### config.mk
export PLATFORM = sky130hd
export DESIGN_NAME = pke_enc_top
export DESIGN_NICKNAME = d
export VERILOG_FILES = /design/src/logic/pke_enc_pkg.sv /design/src/logic/pke_enc_top.sv /design/src/logic/ntt_stage_fsm.sv /design/src/logic/cbd_stage_fsm.sv /design/src/logic/hash_stage_fsm.sv /design/src/logic/seed_input_fsm.sv /design/src/logic/enc_sequencer.sv
export VERILOG_INCLUDE_DIRS = /design/src /design/src/logic
export SDC_FILE = /design/constraint.sdc
export NUM_CORES = 1
export LEC_CHECK = 0
export ABC_AREA = 1
export BUFFER_PORTS_ARGS = -buffer_cell sky130_fd_sc_hd__buf_2
export CORE_MARGIN = 3
export CORE_UTILIZATION = 50
export CTS_CLUSTER_DIAMETER = 30
export CTS_CLUSTER_SIZE = 10
export DETAILED_ROUTE_END_ITERATION = 12
export GPL_TIMING_DRIVEN = 0
export PLACE_DENSITY = 0.7
export RECOVER_POWER = 25
export SLEW_MARGIN = 10
export SYNTH_ARGS = -nofsm -noshare
export SYNTH_HDL_FRONTEND = slang
export SYNTH_HIERARCHICAL = 1
export SYNTH_SLANG_ARGS = --single-unit
### constraint.sdc
create_clock -name clk -period 5.2 [get_ports clk]
set_input_delay 0.78 -clock clk [delete_from_list [all_inputs] [get_ports clk]]
set_output_delay 0.78 -clock clk [all_outputs]
set_load 0.005 [all_outputs]
### src/logic/pke_enc_cfg.svh
`ifndef PKE_ENC_CFG_SVH
`define PKE_ENC_CFG_SVH

// Rounds each stage runs before it parks
`define PKE_ENC_ROUNDS 3

`define PKE_HASH_OUT_WORDS 16  // Hash readout burst length in cycles
`define PKE_POLY_OUT_WORDS 128 // NTT readout burst length in cycles

// Control word widths
`define PKE_CTRL_W 8
`define PKE_TYPE_W 4

`endif
### src/logic/pke_enc_pkg.sv
`include "pke_enc_cfg.svh"

package pke_enc_pkg;

  // Status reported by the hash, CBD and NTT stage controllers
  typedef enum logic [`PKE_CTRL_W-1:0] {
    ST_IDLE         = 0,
    ST_READY_INPUT  = 1,
    ST_INPUT        = 2,
    ST_CALCULATE    = 3,
    ST_OUTPUT_READY = 4,
    ST_OUTPUT       = 5,
    ST_OUTPUT_DONE  = 6,
    ST_SEQ_DONE     = 16  // Stage parked after its last round
  } stage_status_e;

  typedef enum logic [`PKE_CTRL_W-1:0] {
    IN_IDLE   = 0,
    IN_STAGED = 1,
    IN_ACTIVE = 2,
    IN_DONE   = 3
  } input_status_e;

  typedef enum logic [`PKE_CTRL_W-1:0] {
    CMD_HOLD = 0,
    CMD_RUN  = 1
  } ctrl_cmd_e;

  // Which block the seed randomness goes to
  typedef enum logic [`PKE_TYPE_W-1:0] {
    TYPE_NONE      = 0,
    TYPE_HASH_SEED = 1
  } input_type_e;

endpackage

### src/logic/pke_enc_top.sv
module pke_enc_top (
  input  logic                     clk,
  input  logic                     reset,
  input  logic                     set,
  input  logic                     seed_full,
  input  logic                     hash_readin_ok,
  input  logic                     hash_done,
  input  logic                     cbd_ok_in,
  input  logic                     cbd_ok_out,
  input  logic                     ntt_done,
  input  logic                     sink_ready,
  output logic                     seed_load,
  output pke_enc_pkg::input_type_e input_type,
  output logic                     hash_set,
  output logic                     hash_readin,
  output logic                     hash_full_in,
  output logic                     hash_readout,
  output logic                     cbd_set,
  output logic                     cbd_readin,
  output logic                     cbd_readout,
  output logic                     ntt_set,
  output logic                     ntt_readin,
  output logic                     ntt_cal_en,
  output logic                     ntt_readout,
  output logic                     done
);

  // Commands from the sequencer
  pke_enc_pkg::ctrl_cmd_e seed_cmd;
  pke_enc_pkg::ctrl_cmd_e hash_cmd;
  pke_enc_pkg::ctrl_cmd_e cbd_cmd;
  pke_enc_pkg::ctrl_cmd_e ntt_cmd;

  pke_enc_pkg::input_status_e seed_status;
  pke_enc_pkg::stage_status_e hash_status; // Producer
  pke_enc_pkg::stage_status_e cbd_status;  // Buffer
  pke_enc_pkg::stage_status_e ntt_status;  // Consumer

  enc_sequencer u_seq (
    .clk(clk), .reset(reset), .set(set),
    .seed_status(seed_status), .hash_status(hash_status),
    .cbd_status(cbd_status), .ntt_status(ntt_status),
    .seed_cmd(seed_cmd), .hash_cmd(hash_cmd), .cbd_cmd(cbd_cmd), .ntt_cmd(ntt_cmd),
    .done(done)
  );

  seed_input_fsm u_seed (
    .clk(clk), .reset(reset), .set(set),
    .seed_cmd(seed_cmd), .hash_status(hash_status), .seed_full(seed_full),
    .seed_status(seed_status), .input_type(input_type), .seed_load(seed_load)
  );

  hash_stage_fsm u_hash (
    .clk(clk), .reset(reset), .set(set),
    .hash_cmd(hash_cmd), .seed_status(seed_status), .cbd_status(cbd_status),
    .hash_readin_ok(hash_readin_ok), .hash_done(hash_done),
    .hash_status(hash_status), .hash_set(hash_set), .hash_readin(hash_readin),
    .hash_full_in(hash_full_in), .hash_readout(hash_readout)
  );

  cbd_stage_fsm u_cbd (
    .clk(clk), .reset(reset), .set(set),
    .cbd_cmd(cbd_cmd), .hash_status(hash_status), .ntt_status(ntt_status),
    .cbd_ok_in(cbd_ok_in), .cbd_ok_out(cbd_ok_out),
    .cbd_status(cbd_status), .cbd_set(cbd_set), .cbd_readin(cbd_readin),
    .cbd_readout(cbd_readout)
  );

  ntt_stage_fsm u_ntt (
    .clk(clk), .reset(reset), .set(set),
    .ntt_cmd(ntt_cmd), .cbd_status(cbd_status), .ntt_done(ntt_done),
    .sink_ready(sink_ready),
    .ntt_status(ntt_status), .ntt_set(ntt_set), .ntt_readin(ntt_readin),
    .ntt_cal_en(ntt_cal_en), .ntt_readout(ntt_readout)
  );

endmodule

### src/logic/ntt_stage_fsm.sv
`include "pke_enc_cfg.svh"

module ntt_stage_fsm (
  input  logic                       clk,
  input  logic                       reset,
  input  logic                       set,
  input  pke_enc_pkg::ctrl_cmd_e     ntt_cmd,
  input  pke_enc_pkg::stage_status_e cbd_status,
  input  logic                       ntt_done,
  input  logic                       sink_ready,
  output pke_enc_pkg::stage_status_e ntt_status,
  output logic                       ntt_set,
  output logic                       ntt_readin,
  output logic                       ntt_cal_en,
  output logic                       ntt_readout
);

  localparam int ROUND_W = $clog2(`PKE_ENC_ROUNDS + 1);
  localparam int WORD_W  = $clog2(`PKE_POLY_OUT_WORDS);

  typedef enum logic [3:0] {
    IDLE, READY_INPUT, INPUT, START_CAL, CALCULATE,
    OUTPUT_READY, OUTPUT, OUTPUT_DONE, SEQ_DONE
  } state_e;

  state_e             state;
  state_e             state_next;
  logic [ROUND_W-1:0] round_cnt;
  logic [WORD_W-1:0]  word_cnt;
  logic               last_word;

  assign last_word = (word_cnt == WORD_W'(`PKE_POLY_OUT_WORDS - 1));

  always_ff @(posedge clk or posedge reset) begin
    if (reset) begin
      state     <= IDLE;
      round_cnt <= '0;
      word_cnt  <= '0;
    end else if (set) begin
      state <= state_next;
      if (state == START_CAL)
        round_cnt <= round_cnt + 1'b1;
      if (state == OUTPUT)
        word_cnt <= last_word ? '0 : word_cnt + 1'b1;
    end
  end

  always_comb begin
    state_next = state;
    case (state)
      IDLE: if (ntt_done) state_next = READY_INPUT; // Block reports init done
      READY_INPUT: begin
        if (cbd_status == pke_enc_pkg::ST_OUTPUT_READY && ntt_cmd == pke_enc_pkg::CMD_RUN)
          state_next = INPUT;
      end
      INPUT:        if (cbd_status == pke_enc_pkg::ST_OUTPUT_DONE) state_next = START_CAL;
      START_CAL:    state_next = CALCULATE;
      CALCULATE:    if (ntt_done) state_next = OUTPUT_READY;
      OUTPUT_READY: if (sink_ready) state_next = OUTPUT; // External back-pressure
      OUTPUT:       if (last_word) state_next = OUTPUT_DONE;
      OUTPUT_DONE: begin
        if (round_cnt == ROUND_W'(`PKE_ENC_ROUNDS))
          state_next = SEQ_DONE;
        else if (ntt_cmd == pke_enc_pkg::CMD_RUN)
          state_next = IDLE;
      end
      default: state_next = state;
    endcase
  end

  always_comb begin
    ntt_status  = pke_enc_pkg::ST_IDLE;
    ntt_set     = 1'b0;
    ntt_readin  = 1'b0;
    ntt_cal_en  = 1'b0;
    ntt_readout = 1'b0;
    case (state)
      IDLE:         ntt_set = 1'b1;
      READY_INPUT:  ntt_status = pke_enc_pkg::ST_READY_INPUT;
      INPUT: begin
        ntt_status = pke_enc_pkg::ST_INPUT;
        ntt_readin = 1'b1;
      end
      START_CAL: begin
        ntt_status = pke_enc_pkg::ST_CALCULATE;
        ntt_cal_en = 1'b1; // Kick off the transform
      end
      CALCULATE:    ntt_status = pke_enc_pkg::ST_CALCULATE;
      OUTPUT_READY: ntt_status = pke_enc_pkg::ST_OUTPUT_READY;
      OUTPUT: begin
        ntt_status  = pke_enc_pkg::ST_OUTPUT;
        ntt_readout = 1'b1;
      end
      OUTPUT_DONE:  ntt_status = pke_enc_pkg::ST_OUTPUT_DONE;
      SEQ_DONE:     ntt_status = pke_enc_pkg::ST_SEQ_DONE;
      default:      ntt_status = pke_enc_pkg::ST_IDLE;
    endcase
  end

endmodule

### src/logic/cbd_stage_fsm.sv
`include "pke_enc_cfg.svh"

module cbd_stage_fsm (
  input  logic                       clk,
  input  logic                       reset,
  input  logic                       set,
  input  pke_enc_pkg::ctrl_cmd_e     cbd_cmd,
  input  pke_enc_pkg::stage_status_e hash_status,
  input  pke_enc_pkg::stage_status_e ntt_status,
  input  logic                       cbd_ok_in,
  input  logic                       cbd_ok_out,
  output pke_enc_pkg::stage_status_e cbd_status,
  output logic                       cbd_set,
  output logic                       cbd_readin,
  output logic                       cbd_readout
);

  localparam int ROUND_W = $clog2(`PKE_ENC_ROUNDS + 1);

  typedef enum logic [3:0] {
    IDLE, READY_INPUT, INPUT, START_CAL, CALCULATE,
    OUTPUT_READY, OUTPUT, OUTPUT_DONE, SEQ_DONE
  } state_e;

  state_e             state;
  state_e             state_next;
  logic [ROUND_W-1:0] round_cnt;

  always_ff @(posedge clk or posedge reset) begin
    if (reset) begin
      state     <= IDLE;
      round_cnt <= '0;
    end else if (set) begin
      state <= state_next;
      if (state == START_CAL)
        round_cnt <= round_cnt + 1'b1;
    end
  end

  always_comb begin
    state_next = state;
    case (state)
      IDLE: if (cbd_ok_in) state_next = READY_INPUT;
      READY_INPUT: begin
        // Hash burst is on the bus
        if (hash_status == pke_enc_pkg::ST_OUTPUT && cbd_cmd == pke_enc_pkg::CMD_RUN)
          state_next = INPUT;
      end
      INPUT:        if (hash_status == pke_enc_pkg::ST_OUTPUT_DONE) state_next = START_CAL;
      START_CAL:    state_next = CALCULATE;
      CALCULATE:    if (cbd_ok_out) state_next = OUTPUT_READY;
      OUTPUT_READY: if (ntt_status == pke_enc_pkg::ST_READY_INPUT) state_next = OUTPUT;
      OUTPUT:       if (!cbd_ok_out) state_next = OUTPUT_DONE; // Sampler drained
      OUTPUT_DONE: begin
        if (round_cnt == ROUND_W'(`PKE_ENC_ROUNDS))
          state_next = SEQ_DONE;
        else if (cbd_cmd == pke_enc_pkg::CMD_RUN)
          state_next = IDLE;
      end
      default: state_next = state;
    endcase
  end

  always_comb begin
    cbd_status  = pke_enc_pkg::ST_IDLE;
    cbd_set     = 1'b0;
    cbd_readin  = 1'b0;
    cbd_readout = 1'b0;
    case (state)
      IDLE:         cbd_set = 1'b1;
      READY_INPUT:  cbd_status = pke_enc_pkg::ST_READY_INPUT;
      INPUT: begin
        cbd_status = pke_enc_pkg::ST_INPUT;
        cbd_readin = 1'b1;
      end
      START_CAL,
      CALCULATE:    cbd_status = pke_enc_pkg::ST_CALCULATE;
      OUTPUT_READY: cbd_status = pke_enc_pkg::ST_OUTPUT_READY; // Holding samples for NTT
      OUTPUT: begin
        cbd_status  = pke_enc_pkg::ST_OUTPUT;
        cbd_readout = 1'b1;
      end
      OUTPUT_DONE:  cbd_status = pke_enc_pkg::ST_OUTPUT_DONE;
      SEQ_DONE:     cbd_status = pke_enc_pkg::ST_SEQ_DONE;
      default:      cbd_status = pke_enc_pkg::ST_IDLE;
    endcase
  end

endmodule

### src/logic/hash_stage_fsm.sv
`include "pke_enc_cfg.svh"

module hash_stage_fsm (
  input  logic                       clk,
  input  logic                       reset,
  input  logic                       set,
  input  pke_enc_pkg::ctrl_cmd_e     hash_cmd,
  input  pke_enc_pkg::input_status_e seed_status,
  input  pke_enc_pkg::stage_status_e cbd_status,
  input  logic                       hash_readin_ok,
  input  logic                       hash_done,
  output pke_enc_pkg::stage_status_e hash_status,
  output logic                       hash_set,
  output logic                       hash_readin,
  output logic                       hash_full_in,
  output logic                       hash_readout
);

  localparam int ROUND_W = $clog2(`PKE_ENC_ROUNDS + 1);
  localparam int WORD_W  = $clog2(`PKE_HASH_OUT_WORDS);

  typedef enum logic [3:0] {
    IDLE, READY_INPUT, INPUT, START_CAL, CALCULATE,
    OUTPUT_READY, OUTPUT, OUTPUT_DONE, SEQ_DONE
  } state_e;

  state_e             state;
  state_e             state_next;
  logic [ROUND_W-1:0] round_cnt;
  logic [WORD_W-1:0]  word_cnt;
  logic               last_word;
  logic               last_round;

  assign last_word  = (word_cnt == WORD_W'(`PKE_HASH_OUT_WORDS - 1));
  assign last_round = (round_cnt == ROUND_W'(`PKE_ENC_ROUNDS));

  always_ff @(posedge clk or posedge reset) begin
    if (reset) begin
      state     <= IDLE;
      round_cnt <= '0;
      word_cnt  <= '0;
    end else if (set) begin
      state <= state_next;
      if (state == START_CAL)
        round_cnt <= round_cnt + 1'b1;
      if (state == OUTPUT)
        word_cnt <= last_word ? '0 : word_cnt + 1'b1; // Burst word index
    end
  end

  always_comb begin
    state_next = state;
    case (state)
      IDLE: if (hash_readin_ok) state_next = READY_INPUT; // Wait for block init
      READY_INPUT: begin
        if (seed_status == pke_enc_pkg::IN_STAGED && hash_cmd == pke_enc_pkg::CMD_RUN)
          state_next = INPUT;
      end
      INPUT:        if (seed_status == pke_enc_pkg::IN_DONE) state_next = START_CAL;
      START_CAL:    state_next = CALCULATE;
      CALCULATE:    if (hash_done) state_next = OUTPUT_READY;
      OUTPUT_READY: if (cbd_status == pke_enc_pkg::ST_READY_INPUT) state_next = OUTPUT;
      OUTPUT:       if (last_word) state_next = OUTPUT_DONE;
      OUTPUT_DONE: begin
        if (last_round)
          state_next = SEQ_DONE;
        else if (hash_cmd == pke_enc_pkg::CMD_RUN)
          state_next = START_CAL; // Next round reuses the absorbed seed
      end
      default: state_next = state;
    endcase
  end

  always_comb begin
    hash_status  = pke_enc_pkg::ST_IDLE;
    hash_set     = 1'b0;
    hash_readin  = 1'b0;
    hash_full_in = 1'b0;
    hash_readout = 1'b0;
    case (state)
      IDLE:         hash_set = 1'b1;
      READY_INPUT:  hash_status = pke_enc_pkg::ST_READY_INPUT;
      INPUT: begin
        hash_status = pke_enc_pkg::ST_INPUT;
        hash_readin = 1'b1;
      end
      START_CAL: begin
        hash_status  = pke_enc_pkg::ST_CALCULATE;
        hash_full_in = 1'b1;
      end
      CALCULATE:    hash_status = pke_enc_pkg::ST_CALCULATE;
      OUTPUT_READY: hash_status = pke_enc_pkg::ST_OUTPUT_READY;
      OUTPUT: begin
        hash_status  = pke_enc_pkg::ST_OUTPUT;
        hash_readout = 1'b1;
      end
      OUTPUT_DONE:  hash_status = pke_enc_pkg::ST_OUTPUT_DONE;
      SEQ_DONE:     hash_status = pke_enc_pkg::ST_SEQ_DONE;
      default:      hash_status = pke_enc_pkg::ST_IDLE;
    endcase
  end

endmodule

### src/logic/seed_input_fsm.sv
module seed_input_fsm (
  input  logic                       clk,
  input  logic                       reset,
  input  logic                       set,
  input  pke_enc_pkg::ctrl_cmd_e     seed_cmd,
  input  pke_enc_pkg::stage_status_e hash_status,
  input  logic                       seed_full,
  output pke_enc_pkg::input_status_e seed_status,
  output pke_enc_pkg::input_type_e   input_type,
  output logic                       seed_load
);

  typedef enum logic [2:0] {
    IDLE,
    CHOOSE,
    STAGED,
    LOAD,
    ACTIVE,
    DONE
  } state_e;

  state_e state;
  state_e state_next;

  always_ff @(posedge clk or posedge reset) begin
    if (reset) begin
      state      <= IDLE;
      input_type <= pke_enc_pkg::TYPE_NONE;
    end else if (set) begin
      state <= state_next;
      // Type is latched as the seed gets staged and kept for the run
      if (state == CHOOSE && seed_cmd == pke_enc_pkg::CMD_RUN)
        input_type <= pke_enc_pkg::TYPE_HASH_SEED;
    end
  end

  always_comb begin
    state_next = state;
    case (state)
      IDLE: begin
        if (seed_cmd == pke_enc_pkg::CMD_HOLD) // Only choose after the command is cleared
          state_next = CHOOSE;
      end
      CHOOSE: if (seed_cmd == pke_enc_pkg::CMD_RUN) state_next = STAGED;
      STAGED: begin
        if (hash_status == pke_enc_pkg::ST_READY_INPUT)
          state_next = LOAD;
      end
      LOAD:   state_next = ACTIVE;
      ACTIVE: if (seed_full) state_next = DONE;
      DONE: begin
        if (hash_status == pke_enc_pkg::ST_CALCULATE) // Hash has taken the seed
          state_next = IDLE;
      end
      default: state_next = IDLE;
    endcase
  end

  always_comb begin
    seed_load   = 1'b0;
    seed_status = pke_enc_pkg::IN_IDLE;
    case (state)
      STAGED: seed_status = pke_enc_pkg::IN_STAGED;
      LOAD: begin
        seed_status = pke_enc_pkg::IN_STAGED;
        seed_load   = 1'b1; // One-cycle load pulse
      end
      ACTIVE:  seed_status = pke_enc_pkg::IN_ACTIVE;
      DONE:    seed_status = pke_enc_pkg::IN_DONE;
      default: seed_status = pke_enc_pkg::IN_IDLE;
    endcase
  end

endmodule

### src/logic/enc_sequencer.sv
module enc_sequencer (
  input  logic                       clk,
  input  logic                       reset,
  input  logic                       set,
  input  pke_enc_pkg::input_status_e seed_status,
  input  pke_enc_pkg::stage_status_e hash_status,
  input  pke_enc_pkg::stage_status_e cbd_status,
  input  pke_enc_pkg::stage_status_e ntt_status,
  output pke_enc_pkg::ctrl_cmd_e     seed_cmd,
  output pke_enc_pkg::ctrl_cmd_e     hash_cmd,
  output pke_enc_pkg::ctrl_cmd_e     cbd_cmd,
  output pke_enc_pkg::ctrl_cmd_e     ntt_cmd,
  output logic                       done
);

  typedef enum logic [1:0] {
    IDLE,
    RUN,
    FINISH
  } state_e;

  state_e state;
  state_e state_next;
  logic   seed_in; // Set once the seed is fully loaded

  always_ff @(posedge clk or posedge reset) begin
    if (reset) begin
      state   <= IDLE;
      seed_in <= 1'b0;
    end else if (set) begin
      state <= state_next;
      if (state == RUN && seed_status == pke_enc_pkg::IN_DONE)
        seed_in <= 1'b1;
    end
  end

  always_comb begin
    state_next = state;
    case (state)
      IDLE: begin
        // Start only once every upstream controller reports idle
        if (seed_status == pke_enc_pkg::IN_IDLE && hash_status == pke_enc_pkg::ST_IDLE &&
            cbd_status == pke_enc_pkg::ST_IDLE)
          state_next = RUN;
      end
      RUN: if (ntt_status == pke_enc_pkg::ST_SEQ_DONE) state_next = FINISH;
      default: state_next = state; // FINISH parks
    endcase
  end

  assign seed_cmd = (state == RUN && !seed_in) ? pke_enc_pkg::CMD_RUN : pke_enc_pkg::CMD_HOLD;
  assign hash_cmd = (state != IDLE) ? pke_enc_pkg::CMD_RUN : pke_enc_pkg::CMD_HOLD;
  assign cbd_cmd  = (state != IDLE) ? pke_enc_pkg::CMD_RUN : pke_enc_pkg::CMD_HOLD;
  assign ntt_cmd  = (state != IDLE) ? pke_enc_pkg::CMD_RUN : pke_enc_pkg::CMD_HOLD;
  assign done     = (state == FINISH);

endmodule

==> out/summary.txt <==
==============================================================================
Worst IR Drop VDD                                                    0.0915 mV
WS Path Type                                                      register to primary output
Critical Path Start Type                                              register
Antenna fix cells                                                            0
Biggest cell delay along the critical path                             0.45 ns
Die height                                                        90.7 microns
Largest net degree at the start of global routing                           14
Final instance area                                               0.00410 sq mm
Clock Latency Late Sink                                                0.30 ns
Leakage power                                                          2.19 nW
Number of register bits inferred by synthesis                               36
Distinct cell type count after synthesis                                    31
Sequential cell area fraction in the yosys report                        25.1%
Commonest non-fill, non-tap cell in the layout                         nand2_1
CP delay by family, top                                             flip-flops
Row count                                                                   30
Die width                                                         90.7 microns
Synthesized netlist cell count                                             569
DRC violation count after routing                                            0
CTS H-Tree Depth                                                             2
Total setup violations reported at the end of the flow                       0
Clock tree from TritonCTS                                                 done
Area grow syn2layout                                                     14.2%
Synthesized area divided by synthesized cell count                  6.31 sq um
Fin crit period                                                        2.20 ns
Pwr/cell area                                                      181 mW/mm^2
Worst path bufs/invs                                                         2
Number of buffers added by the clock tree synthesis step                     5
Simple logic cell fraction of the synthesized area                       46.0%
Crit. End Element                                                 primary output
Routed length on met1                                             3180 microns
Critical path data arrival time                                        1.42 ns
Hold slack                                                            0.453 ns
Sum of met2 wire segment lengths after detailed routing           3380 microns
Die area                                                          0.00823 sq mm
Count of hold buffers inserted by post-cts repair                            0
Endpoints failing hold                                                       0
GP Congestion                                                            0.899
List of cells traversed by the critical path                      nor2_1 > inv_1 > nor2_1 > buf_2
Post-route worst setup slack                                           3.00 ns
Post-CTS sizing                                                              0
Detail-routed via count per cell                                          4.40
Type of the most critical hold path                               input port to async pin
Via Count                                                                 3257
Routed length on met3                                              290 microns
Uppermost routed layer                                                    met4
Io pins                                                                     27
Initial standard-cell utilization of the core                            52.3%
Combined global-route utilization of all metal layers                    18.1%
Fraction of synthesized cell area in xor and xnor cells                  1.71%
Synth Flop Type                                                        dfrtp_1
Placed inst area                                                  0.00399 sq mm
Worst path required time                                               4.42 ns
Achievable clock frequency                                           0.455 GHz
Worst slack, placed                                                    3.14 ns
Iteration count of the initial detailed-routing pass                         4
Master of the slowest instance on the critical path                    dfrtp_1
Synth Cell Area                                                   0.00359 sq mm
Number of DRC violations after detailed-routing iteration 0                 94
Detail Placement HPWL                                             5620 microns
Largest family of logic cells by synthesized area                 simple AND/OR/NAND/NOR gates
Clock tree skew after final layout                                  0.00913 ns
Synth Area in Adders                                                     1.74%
Cell occurring most often along the worst timing path                   nor2_1
# port buffers                                                              23
Clock tree sinks                                                            36
Clock transition at the registers of the reported paths                0.09 ns
Post-detailed-route count of antenna-violating nets                          0
Fraction of final layout cells sized beyond drive strength 1             22.2%
Async set-reset flop share out of synthesis                               100%
Setup Buffers After CTS                                                      0
Core box area                                                     0.00687 sq mm
Worst Path Max Fanout                                                        6
Most frequent cells in the layout                                 nand2_1, nor2_1, inv_1, buf_4, conb_1
Slew Limit Fails                                                             0
Wire length reported by the detailed router                       6930 microns
Part of the cycle the worst path needs                                   42.3%
Maximum buffer depth of the clock tree                                       2
Max-cap violations                                                           0
Mux share of post-synthesis cell area                                    1.25%
Setup repair after global routing missed its margin                      false
Initial antenna violation count                                              0
Outcome                                                           finished, final reports clean
Overflow left after global routing                                           0
Average routed wire per standard cell                             9.36 microns
Number of filler cells placed in the layout                                686
Library cell used as clock root buffer                                clkbuf_8
Number of enable-type register cells in the synthesized netlist              0
Net count, final                                                           658
Vias in the first global route                                            2991
Synthesized-area fraction occupied by ao, oa, aoi and oai cells          3.42%
Wire length of the first global-routing pass                      12600 microns
Warnings from Yosys                                                          6
Post-route setup TNS                                                      0 ns
==============================================================================
-- synth_stat cells, drive strengths merged, types with 4 or more instances --
master    n  share of area, %
conb      5              0.52
xnor2     4              0.98
nor3     15               3.4
inv      87               9.1
nand3    37               5.2
o21ai     8               1.1
ha        5               1.7
nand4     4              0.70
nand3b    6               1.3
dfrtp    36                25
nand2   152                18
nor2    137                17
buf      53                11
a21oi     9               1.7
-- worst reg2reg max path: stages (launching register included) --
cell	delay, ns
dfrtp_1	0.45
nor2_1	0.34
a21oi_1	0.18
nand3b_1	0.19
inv_1	0.07
nor2_1	0.08
nand2_1	0.07
nor2_1	0.14
nand2_1	0.12
a21oi_4	0.22
nand2_4	0.07
nand2_1	0.06
nand2_1	0.05
-- flip-flops by register name, summed over array words and instances (netlist names), 3 cells and up --
| signal | count |
|---|---|
| u_ntt/word_cnt | 7 |
| u_hash/state | 4 |
| u_seed/state | 3 |
| u_hash/word_cnt | 4 |
| u_cbd/state | 4 |
| u_ntt/state | 4 |
-- path summary, 6_finish.rpt --
| path | slack [ns] | start | to | cells after the start |
|---|---|---|---|---|
| min in group clk | 0.48 | u_hash/word_cnt[3] | u_hash/word_cnt[3] | 1 |
| setup reg to reg | 3.03 | u_hash/state[0] | u_cbd/state[2] | 12 |
| max in group asynchronous | 4.25 | reset | u_ntt/round_cnt[0] | 2 |
| hold reg to reg | 0.48 | u_hash/word_cnt[3] | u_hash/word_cnt[3] | 1 |
| hold / removal | 0.45 | reset | u_seq/state[1] | 2 |
| setup / recovery | 3.00 | u_hash/state[0] | hash_set | 4 |
-- logic make-up (layout without fill, tap and decap cells) --
kind of cell / Yosys count / after routing
compound gates: 20 / 20
xor+xnor: 7 / 7
fa+ha+maj: 5 / 5
buf+inv: 141 / 172
flops: 36 / 36
mux: 3 / 3
other cells: 5 / 49
simple gates: 352 / 352
-- per-layer routing --
| layer | track usage, % | up-vias |
|---|---|---|
| met5 | 0 | - |
| met4 | 4.85 | 0 |
| met3 | 2.67 | 8 |
| met2 | 31.4 | 53 |
| met1 | 23.3 | 1421 |
| li1 | - | 1775 |
-- final cells by class --
cell class | count | area, sq um | share of cell area (%)
Buffer | 53 | 398 | 9.70
Clock buffer | 5 | 68.8 | 1.68
Clock inverter | 3 | 42.5 | 1.04
Inverter | 88 | 330 | 8.06
Multi-Input combinational cell | 436 | 2130 | 51.8
Sequential cell | 36 | 901 | 22.0
Tap cell | 96 | 120 | 2.93
Timing Repair Buffer | 23 | 114 | 2.78
-- metrics by stage --
stage / power [mW] / cells / util, %
floorplan: 0.461 / 613 / -
global placement: 0.487 / 732 / 58.1
detailed placement: 0.489 / 732 / 58.1
CTS: 0.748 / 740 / 59.7
global route: 0.792 / 740 / 59.7
finish: 0.744 / 740 / 59.7
-- report_power, final --
part           switching [mW]  internal [mW]
logic                   0.107         0.0768
registers              0.0140          0.290
clock network           0.114          0.142
(Power assumes the default switching activity.)
